`src/hw/rvPkg.sv`:
```
package rvPkg;

    // data words, word-form results and register numbers.
    typedef logic [63:0] u64;
    typedef logic [31:0] u32;
    typedef logic [4:0]  u5;

    // integer ALU operations.
    typedef enum logic [3:0] {
        ALU_ADD  = 4'd0,
        ALU_SUB  = 4'd1,
        ALU_SLL  = 4'd2,
        ALU_SLT  = 4'd3,
        ALU_SLTU = 4'd4,
        ALU_XOR  = 4'd5,
        ALU_SRL  = 4'd6,
        ALU_SRA  = 4'd7,
        ALU_OR   = 4'd8,
        ALU_AND  = 4'd9
    } aluOp_t;

    // multiply and divide operations of the M extension.
    typedef enum logic [2:0] {
        MD_MUL    = 3'd0,
        MD_MULH   = 3'd1,
        MD_MULHSU = 3'd2,
        MD_MULHU  = 3'd3,
        MD_DIV    = 3'd4,
        MD_DIVU   = 3'd5,
        MD_REM    = 3'd6,
        MD_REMU   = 3'd7
    } mulOp_t;

    // CSR operations, the immediate forms take the zero-extended uimm from imm.
    typedef enum logic [2:0] {
        CSR_NONE = 3'd0,
        CSRRW    = 3'd1,
        CSRRS    = 3'd2,
        CSRRC    = 3'd3,
        CSRRWI   = 3'd4,
        CSRRSI   = 3'd5,
        CSRRCI   = 3'd6
    } csrOp_t;

    // operand A source.
    typedef enum logic [1:0] {
        SRCA_ZERO    = 2'd0,
        SRCA_RS1     = 2'd1,
        SRCA_PC      = 2'd2,
        SRCA_PCPLUS4 = 2'd3
    } srcA_t;

    // operand B source, IMMUPPER is the immediate shifted left by 12.
    typedef enum logic [1:0] {
        SRCB_RS2      = 2'd0,
        SRCB_IMM      = 2'd1,
        SRCB_IMMUPPER = 2'd2,
        SRCB_CSR      = 2'd3
    } srcB_t;

    // comparison flag selection.
    typedef enum logic [1:0] {
        FLAG_LT  = 2'd0,
        FLAG_LTU = 2'd1,
        FLAG_EQ  = 2'd2
    } flagSel_t;

endpackage

```
`src/hw/alu.sv`:
```
`timescale 1ns/1ps

module alu import rvPkg::*; #(
    parameter int XLEN = 64
) (
    input  u64     a,
    input  u64     b,
    input  aluOp_t op,
    output u64     result,
    output u32     resultWord
);

    localparam int ShW = $clog2(XLEN);

    logic [ShW-1:0] shamt;
    logic [4:0]     shamtWord;
    u32             aWord;
    u32             bWord;

    assign shamt     = b[ShW-1:0];
    assign shamtWord = b[4:0];
    assign aWord     = a[31:0];
    assign bWord     = b[31:0];

    always_comb begin
        case (op)
            ALU_ADD:  result = a + b;
            ALU_SUB:  result = a - b;
            ALU_SLL:  result = a << shamt;
            ALU_SLT:  result = {63'b0, $signed(a) < $signed(b)};
            ALU_SLTU: result = {63'b0, a < b};
            ALU_XOR:  result = a ^ b;
            ALU_SRL:  result = a >> shamt;
            ALU_SRA:  result = $signed(a) >>> shamt;
            ALU_OR:   result = a | b;
            ALU_AND:  result = a & b;
            default:  result = '0;
        endcase
    end

    // word forms work on the low operand word only, so a word shift
    // never pulls in bits from the upper half.
    always_comb begin
        case (op)
            ALU_ADD: resultWord = aWord + bWord;
            ALU_SUB: resultWord = aWord - bWord;
            ALU_SLL: resultWord = aWord << shamtWord;
            ALU_SRL: resultWord = aWord >> shamtWord;
            ALU_SRA: resultWord = $signed(aWord) >>> shamtWord;
            default: resultWord = result[31:0];
        endcase
    end

endmodule

```
`src/hw/mulDivPrep.sv`:
```
`timescale 1ns/1ps

module mulDivPrep import rvPkg::*; #(
    parameter int XLEN = 64
) (
    input  u64     a,
    input  u64     b,
    input  mulOp_t op,
    output u64     magA,
    output u64     magB,
    output logic   isDiv,
    output logic   wantHigh,
    output logic   negate
);

    logic signedA;
    logic signedB;
    logic negA;
    logic negB;
    logic isRem;

    always_comb begin
        signedA  = 1'b0;
        signedB  = 1'b0;
        isDiv    = 1'b0;
        wantHigh = 1'b0;
        isRem    = 1'b0;
        case (op)
            MD_MUL:    ;
            MD_MULH:   begin signedA = 1'b1; signedB = 1'b1; wantHigh = 1'b1; end
            MD_MULHSU: begin signedA = 1'b1; wantHigh = 1'b1; end
            MD_MULHU:  wantHigh = 1'b1;
            MD_DIV:    begin signedA = 1'b1; signedB = 1'b1; isDiv = 1'b1; end
            MD_DIVU:   isDiv = 1'b1;
            MD_REM:    begin
                signedA = 1'b1;
                signedB = 1'b1;
                isDiv = 1'b1;
                wantHigh = 1'b1;
                isRem = 1'b1;
            end
            MD_REMU:   begin isDiv = 1'b1; wantHigh = 1'b1; isRem = 1'b1; end
            default:   ;
        endcase
    end

    assign negA = signedA & a[XLEN-1];
    assign negB = signedB & b[XLEN-1];

    assign magA = negA ? -a : a;
    assign magB = negB ? -b : b;

    // the remainder follows the dividend sign, everything else the sign of the product.
    assign negate = isRem ? negA : (negA ^ negB);

endmodule

```
`src/hw/mulDivCore.sv`:
```
`timescale 1ns/1ps

module mulDivCore import rvPkg::*; #(
    parameter int XLEN = 64
) (
    input  logic clk,
    input  logic rst,
    input  logic clear,
    input  logic start,
    input  logic isDiv,
    input  logic wantHigh,
    input  u64   magA,
    input  u64   magB,
    output logic done,
    output logic divZero,
    output u64   rawResult
);

    localparam int CntW = $clog2(XLEN);

    typedef enum logic [1:0] {
        IDLE,
        RUN,
        DONE
    } state_t;

    state_t            state;
    logic [CntW-1:0]   count;
    logic              divMode;
    logic              highMode;
    logic              zeroDiv;

    // the accumulator holds {upper, lower}. For multiply the upper half collects
    // the partial sums while the multiplier shifts out of the lower half. For
    // divide the upper half is the partial remainder and the lower half turns
    // from dividend into quotient.
    logic [2*XLEN-1:0] acc;
    logic [2*XLEN-1:0] accNext;
    u64                operand;

    logic [XLEN:0]     sum;
    logic [XLEN:0]     window;
    logic [XLEN:0]     diff;
    logic              fits;

    always_comb begin
        sum    = {1'b0, acc[2*XLEN-1:XLEN]} + {1'b0, operand};
        window = acc[2*XLEN-1:XLEN-1];
        diff   = window - {1'b0, operand};
        fits   = window >= {1'b0, operand};
        if (divMode) begin
            if (fits) begin
                accNext = {diff[XLEN-1:0], acc[XLEN-2:0], 1'b1};
            end else begin
                accNext = {window[XLEN-1:0], acc[XLEN-2:0], 1'b0};
            end
        end else begin
            if (acc[0]) begin
                accNext = {sum, acc[XLEN-1:1]};
            end else begin
                accNext = {1'b0, acc[2*XLEN-1:XLEN], acc[XLEN-1:1]};
            end
        end
    end

    always_ff @(posedge clk or posedge rst) begin
        if (rst) begin
            state    <= IDLE;
            count    <= '0;
            divMode  <= 1'b0;
            highMode <= 1'b0;
            zeroDiv  <= 1'b0;
        end else if (clear) begin
            state <= IDLE;
            count <= '0;
        end else begin
            case (state)
                IDLE: begin
                    if (start) begin
                        state    <= RUN;
                        count    <= '0;
                        divMode  <= isDiv;
                        highMode <= wantHigh;
                        zeroDiv  <= isDiv & (magB == '0);
                    end
                end
                RUN: begin
                    count <= count + 1'b1;
                    if (count == CntW'(XLEN - 1)) begin
                        state <= DONE;
                    end
                end
                DONE: begin
                    state <= DONE;
                end
                default: begin
                    state <= IDLE;
                end
            endcase
        end
    end

    always_ff @(posedge clk) begin
        if (state == IDLE && start) begin
            acc     <= {{XLEN{1'b0}}, magA};
            operand <= magB;
        end else if (state == RUN) begin
            acc <= accNext;
        end
    end

    // both units end with the wanted value in the same half of the accumulator.
    assign rawResult = highMode ? acc[2*XLEN-1:XLEN] : acc[XLEN-1:0];
    assign done      = state == DONE;
    assign divZero   = zeroDiv;

endmodule

```
`src/hw/execute.sv`:
```
`timescale 1ns/1ps

module execute import rvPkg::*; #(
    parameter int XLEN = 64
) (
    input  logic     clk,
    input  logic     rst,
    input  logic     inValid,
    input  u64       rs1,
    input  u64       rs2,
    input  u64       imm,
    input  u64       pc,
    input  u64       pcPlus4,
    input  u64       csrValue,
    input  srcA_t    srcA,
    input  srcB_t    srcB,
    input  aluOp_t   aluOp,
    input  logic     isMul,
    input  mulOp_t   mulOp,
    input  logic     isWord,
    input  logic     isCond,
    input  flagSel_t useFlag,
    input  logic     flagInv,
    input  logic     cmpUseImm,
    input  csrOp_t   csrOp,
    input  u5        rd,
    input  logic     writeBack,
    input  logic     advance,
    input  logic     flush,
    output logic     stageReady,
    output logic     fwdValid,
    output u5        fwdRd,
    output u64       fwdData,
    output logic     outValid,
    output u64       outResult,
    output logic     outFlag,
    output u64       outCsrValue,
    output u5        outRd,
    output logic     outWriteBack
);

    u64   opA;
    u64   opB;
    u64   cmpB;
    u64   aluResult;
    u32   aluWord;
    u64   magA;
    u64   magB;
    u64   rawResult;
    u64   mulFixed;
    u64   csrWrite;
    u64   result;
    logic isDiv;
    logic wantHigh;
    logic negate;
    logic done;
    logic divZero;
    logic start;
    logic issued;
    logic lowProdZero;
    logic flag;

    function automatic int trailingZeros(input u64 v);
        int n;
        n = XLEN;
        for (int i = XLEN - 1; i >= 0; i--) begin
            if (v[i]) begin
                n = i;
            end
        end
        return n;
    endfunction

    always_comb begin
        case (srcA)
            SRCA_ZERO: opA = '0;
            SRCA_RS1:  opA = rs1;
            SRCA_PC:   opA = pc;
            default:   opA = pcPlus4;
        endcase
        case (srcB)
            SRCB_RS2:      opB = rs2;
            SRCB_IMM:      opB = imm;
            SRCB_IMMUPPER: opB = imm << 12;
            default:       opB = csrValue;
        endcase
    end

    assign cmpB = cmpUseImm ? imm : rs2;

    always_comb begin
        case (useFlag)
            FLAG_LT:  flag = $signed(rs1) < $signed(cmpB);
            FLAG_LTU: flag = rs1 < cmpB;
            default:  flag = rs1 == cmpB;
        endcase
        flag = flag ^ flagInv;
    end

    always_comb begin
        case (csrOp)
            CSRRW:   csrWrite = rs1;
            CSRRS:   csrWrite = csrValue | rs1;
            CSRRC:   csrWrite = csrValue & ~rs1;
            CSRRWI:  csrWrite = imm;
            CSRRSI:  csrWrite = csrValue | imm;
            CSRRCI:  csrWrite = csrValue & ~imm;
            default: csrWrite = csrValue;
        endcase
    end

    alu #(.XLEN(XLEN)) u_alu (
        .a(opA), .b(opB), .op(aluOp), .result(aluResult), .resultWord(aluWord)
    );

    mulDivPrep #(.XLEN(XLEN)) u_prep (
        .a(opA), .b(opB), .op(mulOp), .magA(magA), .magB(magB),
        .isDiv(isDiv), .wantHigh(wantHigh), .negate(negate)
    );

    mulDivCore #(.XLEN(XLEN)) u_core (
        .clk(clk), .rst(rst), .clear(advance), .start(start),
        .isDiv(isDiv), .wantHigh(wantHigh), .magA(magA), .magB(magB),
        .done(done), .divZero(divZero), .rawResult(rawResult)
    );

    assign start = inValid & isMul & ~issued;

    always_ff @(posedge clk or posedge rst) begin
        if (rst) begin
            issued <= 1'b0;
        end else if (advance) begin
            issued <= 1'b0;
        end else if (start) begin
            issued <= 1'b1;
        end
    end

    // negating the high product half needs a carry out of the low half,
    // which only happens when the whole low half of the product is zero.
    assign lowProdZero = (trailingZeros(magA) + trailingZeros(magB)) >= XLEN;

    // a quotient by zero stays all ones. The remainder still takes the dividend sign.
    always_comb begin
        if (!negate || (divZero && !wantHigh)) begin
            mulFixed = rawResult;
        end else if (wantHigh && !isDiv) begin
            mulFixed = ~rawResult + {63'b0, lowProdZero};
        end else begin
            mulFixed = -rawResult;
        end
    end

    always_comb begin
        if (isMul) begin
            result = isWord ? {{32{mulFixed[31]}}, mulFixed[31:0]} : mulFixed;
        end else if (isWord) begin
            result = {{32{aluWord[31]}}, aluWord};
        end else if (isCond) begin
            result = {63'b0, flag};
        end else begin
            result = aluResult;
        end
    end

    assign stageReady = ~inValid | ~isMul | done;
    assign fwdValid   = inValid & (rd != '0);
    assign fwdRd      = rd;
    assign fwdData    = result;

    always_ff @(posedge clk or posedge rst) begin
        if (rst) begin
            outValid     <= 1'b0;
            outWriteBack <= 1'b0;
        end else if (advance) begin
            outValid     <= inValid & ~flush;
            outWriteBack <= writeBack;
        end
    end

    always_ff @(posedge clk) begin
        if (advance) begin
            outResult   <= result;
            outFlag     <= flag;
            outCsrValue <= csrWrite;
            outRd       <= rd;
        end
    end

endmodule

```
`config.mk`:
```
export PLATFORM = sky130hd
export DESIGN_NAME = execute
export DESIGN_NICKNAME = d
export VERILOG_FILES = /design/src/hw/rvPkg.sv /design/src/hw/alu.sv /design/src/hw/mulDivPrep.sv /design/src/hw/mulDivCore.sv /design/src/hw/execute.sv
export SDC_FILE = /design/constraint.sdc
export NUM_CORES = 2
export LEC_CHECK = 0
export ABC_CLOCK_PERIOD_IN_PS = 17300
export BUFFER_PORTS_ARGS = -buffer_cell sky130_fd_sc_hd__clkbuf_2
export CORE_ASPECT_RATIO = 0.75
export CORE_UTILIZATION = 45
export DETAILED_ROUTE_END_ITERATION = 6
export GPL_TIMING_DRIVEN = 1
export PLACE_DENSITY = 0.72
export SYNTH_ARGS = -nofsm -noshare
export SYNTH_HDL_FRONTEND = slang
export SYNTH_SLANG_ARGS = --single-unit
export TNS_END_PERCENT = 1
```
`constraint.sdc`:
```
create_clock -name clk -period 17.3 [get_ports clk]
set_input_delay 1.73 -clock clk [delete_from_list [all_inputs] [get_ports clk]]
set_output_delay 1.73 -clock clk [all_outputs]
set_load 0.005 [all_outputs]
```
Word-level counts from Yosys, hierarchy flattened
Cells that the tools add are included.
{"block": "totals", "regBits": 340, "word_cells": 287}
{"block": "op_classes", "n_addsub": 12, "order_cmp": 6, "eq_ne": 33, "n_shift": 6, "n_mux": 164, "bitwise_logic": 26, "reduce_logical": 25}
{"cell": "2-to-1 mux 32 bit", "count": 126}
{"cell": "2-to-1 mux 64 bit", "count": 12}
{"cell": "case mux 64 bit (10 select lines)", "count": 1}
{"cell": "2-to-1 mux 128 bit", "count": 3}
{"cell": "case mux 64 bit (3 select lines)", "count": 2}
{"cell": "case mux 64 bit (6 select lines)", "count": 1}
{"cell": "< comparator 64 bit", "count": 4}
{"cell": "AND 64 bit", "count": 3}
{"cell": "negator 64 bit", "count": 3}
{"cell": "NOT 64 bit", "count": 3}
{"cell": "bitwise OR 64 bit", "count": 3}
{"cell": "case mux 32 bit (5 select lines)", "count": 1}
{"cell": "subtractor 64 bit", "count": 2}
{"cell": "adder 64 x 64 -> 65 bit", "count": 1}
{"cell": "greater-or-equal comparator 65 x 64 -> 1 bit", "count": 1}
{"cell": "adder 32 bit", "count": 2}
{"cell": "adder 64 x 1 -> 64 bit", "count": 1}
{"cell": "adder 64 bit", "count": 1}
{"cell": "== test 64 bit", "count": 1}
{"cell": "logical NOT 64 bit", "count": 1}
{"cell": "left shift 64 x 6 -> 64 bit", "count": 1}
{"cell": ">> shifter 64 x 6 -> 64 bit", "count": 1}
{"cell": ">>> shifter 64 x 6 -> 64 bit", "count": 1}
{"cell": "bitwise XOR 64 bit", "count": 1}
{"cell": "other kinds (42)", "count": 96}

Depth between registers and ports, before layout
{"block": "logic_depth", "depth_word": 76, "depth_mapped": 49}

By module
From an unflattened synthesis, not the netlist that was laid out.
{"block": "unflattened", "cells_unflattened": 7893, "area_unflattened_um2": 60730.7}
{"module": "alu", "n_inst": 1, "cells_each": 3427, "area_per_inst_um2": 22788.1, "seq_area_each_um2": 0.0}
{"module": "mulDivCore", "n_inst": 1, "cells_each": 2208, "area_per_inst_um2": 18317.6, "seq_area_each_um2": 5400.2}
{"module": "execute", "n_inst": 1, "cells_each": 1771, "area_per_inst_um2": 16453.3, "seq_area_each_um2": 4098.9}
{"module": "mulDivPrep", "n_inst": 1, "cells_each": 487, "area_per_inst_um2": 3171.8, "seq_area_each_um2": 0.0}

Worst setup path after synthesis
OpenSTA, ideal clock, no wires.
{"block": "synth_timing", "kind": "input -> output", "startpoint": "input srcB[1]", "endpoint": "output fwdData[62]", "arrival_ns": 10.313, "required_time_ns": 15.570, "setup_slack_ns": 5.257, "stages": 47, "cell_sequence": "buf_6 buf_12 buf_12 buf_8 mux2_1 a22o_1 buf_2 inv_2 buf_2 buf_2 buf_2 clkbuf_1 ha_1 clkbuf_1 o211ai_1 nor4_1 nand3_1 or4_4 [11 not listed] o21bai_1 a21oi_1 nor2b_1 o21ai_0 nand3_1 ha_1 ha_1 mux2i_1 nor3_1 o2111ai_1 nor2_1 nand2_1 nor3_1 a21oi_1 xor2_1 o21ai_0 nand3_1 o21ai_0"}
{"item": "start: declaration", "line": "execute.sv:16", "source": "input srcB_t srcB,"}
{"item": "== test 2 bit, or another cell as far along", "line": "execute.sv:81", "source": "case (srcB)"}
{"item": "case mux 64 bit (3 select lines) *", "line": "execute.sv:81"}
{"item": "negator 64 bit / AND 1 bit (equally long branches)", "line": "mulDivPrep.sv:51, mulDivPrep.sv:48"}
{"item": "2-to-1 mux 64 bit *", "line": "mulDivPrep.sv:51", "source": "assign magB = negB ? -b : b;"}
{"item": "via magB[48]", "line": "execute.sv:48", "source": "u64 magB;"}
{"item": "2-to-1 mux 32 bit * (49 in series)", "line": "execute.sv:67", "source": "if (v[i]) begin"}
{"item": "adder 32 bit *", "line": "execute.sv:141", "source": "assign lowProdZero = (trailingZeros(magA) + trailingZeros(magB)) >= XLEN;"}
{"item": "greater-or-equal comparator 32 x 8 -> 1 bit *", "line": "execute.sv:141"}
{"item": "adder 64 x 1 -> 64 bit *", "line": "execute.sv:148", "source": "mulFixed = ~rawResult + {63'b0, lowProdZero};"}
{"item": "2-to-1 mux 64 bit *", "line": "execute.sv:147", "source": "end else if (wantHigh && !isDiv) begin"}
{"item": "2-to-1 mux 64 bit *", "line": "execute.sv:145", "source": "if (!negate || (divZero && !wantHigh)) begin"}
{"item": "2-to-1 mux 64 bit *", "line": "execute.sv:156", "source": "result = isWord ? {{32{mulFixed[31]}}, mulFixed[31:0]} : mulFixed;"}
{"item": "2-to-1 mux 64 bit *", "line": "execute.sv:155", "source": "if (isMul) begin"}
{"item": "end: declaration", "line": "execute.sv:33", "source": "output u64 fwdData,"}
The timed path passes the listed nets; every way through them passes the cells marked *.

Worst setup path after layout
{"block": "layout_timing", "startpoint": "input srcA[0]", "endpoint": "output fwdData[62]"}
{"block": "layout_via", "elab_chain_cells": 75}
{"item": "start: declaration", "line": "execute.sv:15", "source": "input srcA_t srcA,"}
{"item": "== test 2 bit, or another cell as far along", "line": "execute.sv:75", "source": "case (srcA)"}
{"item": "case mux 64 bit (3 select lines) *", "line": "execute.sv:75"}
{"item": "negator 64 bit / AND 1 bit (equally long branches)", "line": "mulDivPrep.sv:50, mulDivPrep.sv:47"}
{"item": "2-to-1 mux 64 bit", "line": "mulDivPrep.sv:50", "source": "assign magA = negA ? -a : a;"}
{"item": "2-to-1 mux 7 bit", "line": "execute.sv:67"}
{"item": "2-to-1 mux 32 bit (63 in series)", "line": "execute.sv:67"}
{"item": "adder 32 bit", "line": "execute.sv:141"}
{"item": "greater-or-equal comparator 32 x 8 -> 1 bit", "line": "execute.sv:141"}
{"item": "adder 64 x 1 -> 64 bit", "line": "execute.sv:148"}
{"item": "2-to-1 mux 64 bit", "line": "execute.sv:147"}
{"item": "2-to-1 mux 64 bit", "line": "execute.sv:145"}
{"item": "2-to-1 mux 64 bit", "line": "execute.sv:156"}
{"item": "2-to-1 mux 64 bit *", "line": "execute.sv:155"}
Mark *: on every way between the ends. The rest lies on a longest branch, timed or not.

==> metrics.csv <==
metric,value,unit
# DRC,55,
Post-DRT Antenna Nets,0,
"Seq/Total Area, Yosys",16.09,%
CP Launch Type,input pin,
# fillers,12805,
nets,9096,
DR vias,75133,
post-synth cell types,114,
"area leader, netlist",edfxtp_1,
"Setup violations, final",0,
critical path type,in -> out,
Leakage,0.02729,uW
Iter 0 DRT Violations,14953,
Die Area,0.1327,mm2
Yosys top cell area share,13.32,%
cts bufs inserted,44,
root buf cell,clkbuf_16,
post-synthesis compound-gate area fraction,32.37,%
post-route cell area,0.06527,mm2
CTS Buffer Depth,3,
I/O Pins,623,
ys flop type,edfxtp_1,
Post-Syn Instances,7934,
vias in the first global route,66372,
area occupied by multi-input gates,0.04609,mm2
Critical R2R Launch,u_core.operand[1]$_DFFE_PP_,
register area,0.009507,mm2
vias per inst,7.481,
crit path DAT,15.22,ns
adder-cell area share of the yosys netlist,9.358,%
hold-fix buffers at CTS,0,
Post-synth ARST share,4.118,%
RSZ-0062 raised after global routing,false,
Crit. Startpoint,srcA[0],
largest family of logic cells by synthesized area,compound AO/OA/AOI/OAI gates,
CP Capture Type,output pin,
drt wl/cell,38.74,um
dpl hpwl,308900,um
critical path's slowest cell,nor3_1,
first-pass GRT wire length,524800,um
Seq cells post-synth,340,
HP Start,u_core.state[1]$_DFFE_PP0P_,
Setup Skew,0.07783,ns
xor-xnor portion of the synthesized cell area,5.323,%
P per Cell Area,124.7,mW/mm2
Final Max Slew Viols,3,
ratio of final minimum period to clock period,98.00,%
mux contribution to synthesized area,12.58,%
"non-filler cells, final",10043,
worst-skew pair later-pin latency,0.73,ns
Worst Path Max Fanout,59,
Placed Area,0.06377,mm2
worst-margin pin slew,1.513,ns
PortBufs,622,
failing checks,"DRC, capacitance limit, slew limit",
First-pass DRT Iterations,7,
number of synthesized flops with an enable pin,262,
Clock Pin Slew Worst Setup and Hold Paths,0.06,ns
Final Hold Vio Count,0,
# clock sinks,340,
Placed Instances,9936,
Layout Area Growth over Synthesis,10.55,%
most instantiated library cell after synthesis,o21ai_0,
Synth warnings,0,
initial core utilization,45.59,%
maxcap violations,5,
syn avg cell area,7.442,um2
largest net degree at the start of global routing,103,
Netlist Area Pre-Place,0.05905,mm2
grt ovf,0,
final setup TNS,0,ns
CORE AREA,0.1295,mm2
simple-gate area share of the yosys netlist,18.20,%
Post-CTS Setup Bufs,0,
DIE HEIGHT,315.7,um
synth top area cells,"edfxtp_1 13%, ha_1 9.2%, mux2i_1 8.0%, o21ai_0 6.3%, a21oi_1 6.0%",
Post-synth top cells,"738 x o21ai_0, 733 x nand2_1, 707 x a21oi_1",
FP Rows,114,
CTS tree,yes,
Critical Path RT,15.57,ns
die width,420.3,um
antenna violations before repair,55,
ratio of cells with drive above 1 in the final layout,14.56,%
WL final,389100,um
max_slew headroom,-2.176,%
peak per-stage delay on the critical path,1.06,ns
H-Tree Depth,2,
Mapped Nets,8788,
post-CTS sizing,0,
minimum clock period,16.95,ns
gp weighted congestion,1.186,
maximum vdd ir drop,0.1191,mV
All-Layer GR Usage,55.82,%
Fmax achieved,58.98,MHz
Min-Delay Path Class,reg -> reg,
run status,"complete, but fails checks",
-- critical path, delay by kind of cell --
family          cells  cell delay [ns]
mux                 2             0.62
fa+ha+maj           4             1.20
buf+inv             7             2.04
compound gates     13             4.22
simple gates       15             5.15
xor+xnor            1             0.19
-- cells by family after synthesis --
kind of cell / after synthesis
compound gates: 2960
fa+ha+maj: 438
simple gates: 2278
mux: 656
buf+inv: 904
xor+xnor: 358
flops: 340
-- power by group --
group | leakage [uW] | internal [uW] | switching [uW]
clock network | 0.000698 | 531 | 477
registers | 0.00324 | 1190 | 394
logic | 0.0233 | 1820 | 3720
total | 0.0273 | 3550 | 4600
-- registers in the layout, summed over array words and instances (netlist names) --
register         cells
u_core.acc         128
outCsrValue         64
outResult           64
u_core.operand      64
u_core.count         6
outRd                5
u_core.state         2
issued               1
outFlag              1
outValid             1
outWriteBack         1
u_core.divMode       1
u_core.divZero       1
u_core.highMode      1
-- cells in the final DEF, fill, tap and decap left out, types with 45 or more instances in the layout --
cell	Yosys	final
clkbuf_2	1	616
a21o_1	158	157
dfxtp_1	64	64
o21bai_1	59	59
inv_1	312	309
edfxtp_1	262	262
nor2_1	672	669
nand3_1	119	119
nor3_1	170	166
a22oi_1	95	94
a31oi_1	116	116
and3_1	51	51
buf_4	12	200
mux2_2	119	119
ha_1	432	431
o21ai_0	738	733
nor2b_1	90	87
o22ai_1	61	61
mux2i_1	470	469
clkbuf_16	0	45
xor2_1	91	91
nor4_1	49	47
mux4_2	53	53
nand2b_1	104	101
a22o_1	75	74
nand2_1	733	731
o31ai_1	83	82
o21a_1	78	78
a21oi_1	707	706
o211ai_1	272	272
a211oi_1	104	103
nand4_1	70	70
xnor2_1	266	266
-- worst paths after layout --
| kind | endpoint | slack (ns) | depth (start not counted) |
|---|---|---|---|
| max | fwdData[62] | 0.35 | 42 |
| min | u_core.state[1]$_DFFE_PP0P_ | 0.54 | 2 |
| max reg2reg | u_core.acc[66]$_SDFFE_PP0P_ | 9.95 | 16 |
| min reg2reg | u_core.state[1]$_DFFE_PP0P_ | 0.54 | 2 |
| max in group asynchronous | u_core.divMode$_DFFE_PP0P_ | 15.43 | 2 |
| min in group asynchronous | outValid$_DFFE_PP0P_ | 1.21 | 2 |
-- layer usage --
layer	global-route usage (%)	part of all wire (%)	routed length [um]	vias to the layer above
li1	-	-	-	30453
met1	72.46	38	147300	35805
met2	70.31	36	139800	7305
met3	31.53	19	72550	1502
met4	32.49	7.4	28780	68
met5	0	0.17	667	-
-- area by class of cell --
class	instances	area share [%]
Multi-Input combinational cell	6690	70.61
Sequential cell	340	14.56
Timing Repair Buffer	824	7.209
Tap cell	1740	3.335
Inverter	342	1.990
Clock buffer	54	1.792
Clock inverter	25	0.3910
Antenna cell	28	0.1073
-- per-stage QoR --
step / hold WS (ns) / util, % / power [uW] / setup slack, ns
floorplan: 0.4753 / - / 4752 / 5.257
global placement: 0.4910 / 49.24 / 6570 / 1.643
detailed placement: 0.5231 / 49.24 / 6697 / 1.507
CTS: 0.5373 / 50.34 / 7710 / 1.453
global route: 0.5538 / 50.35 / 8320 / 0.3982
finish: 0.5404 / 50.40 / 8142 / 0.3455
Power figures use the tool's default switching activity.
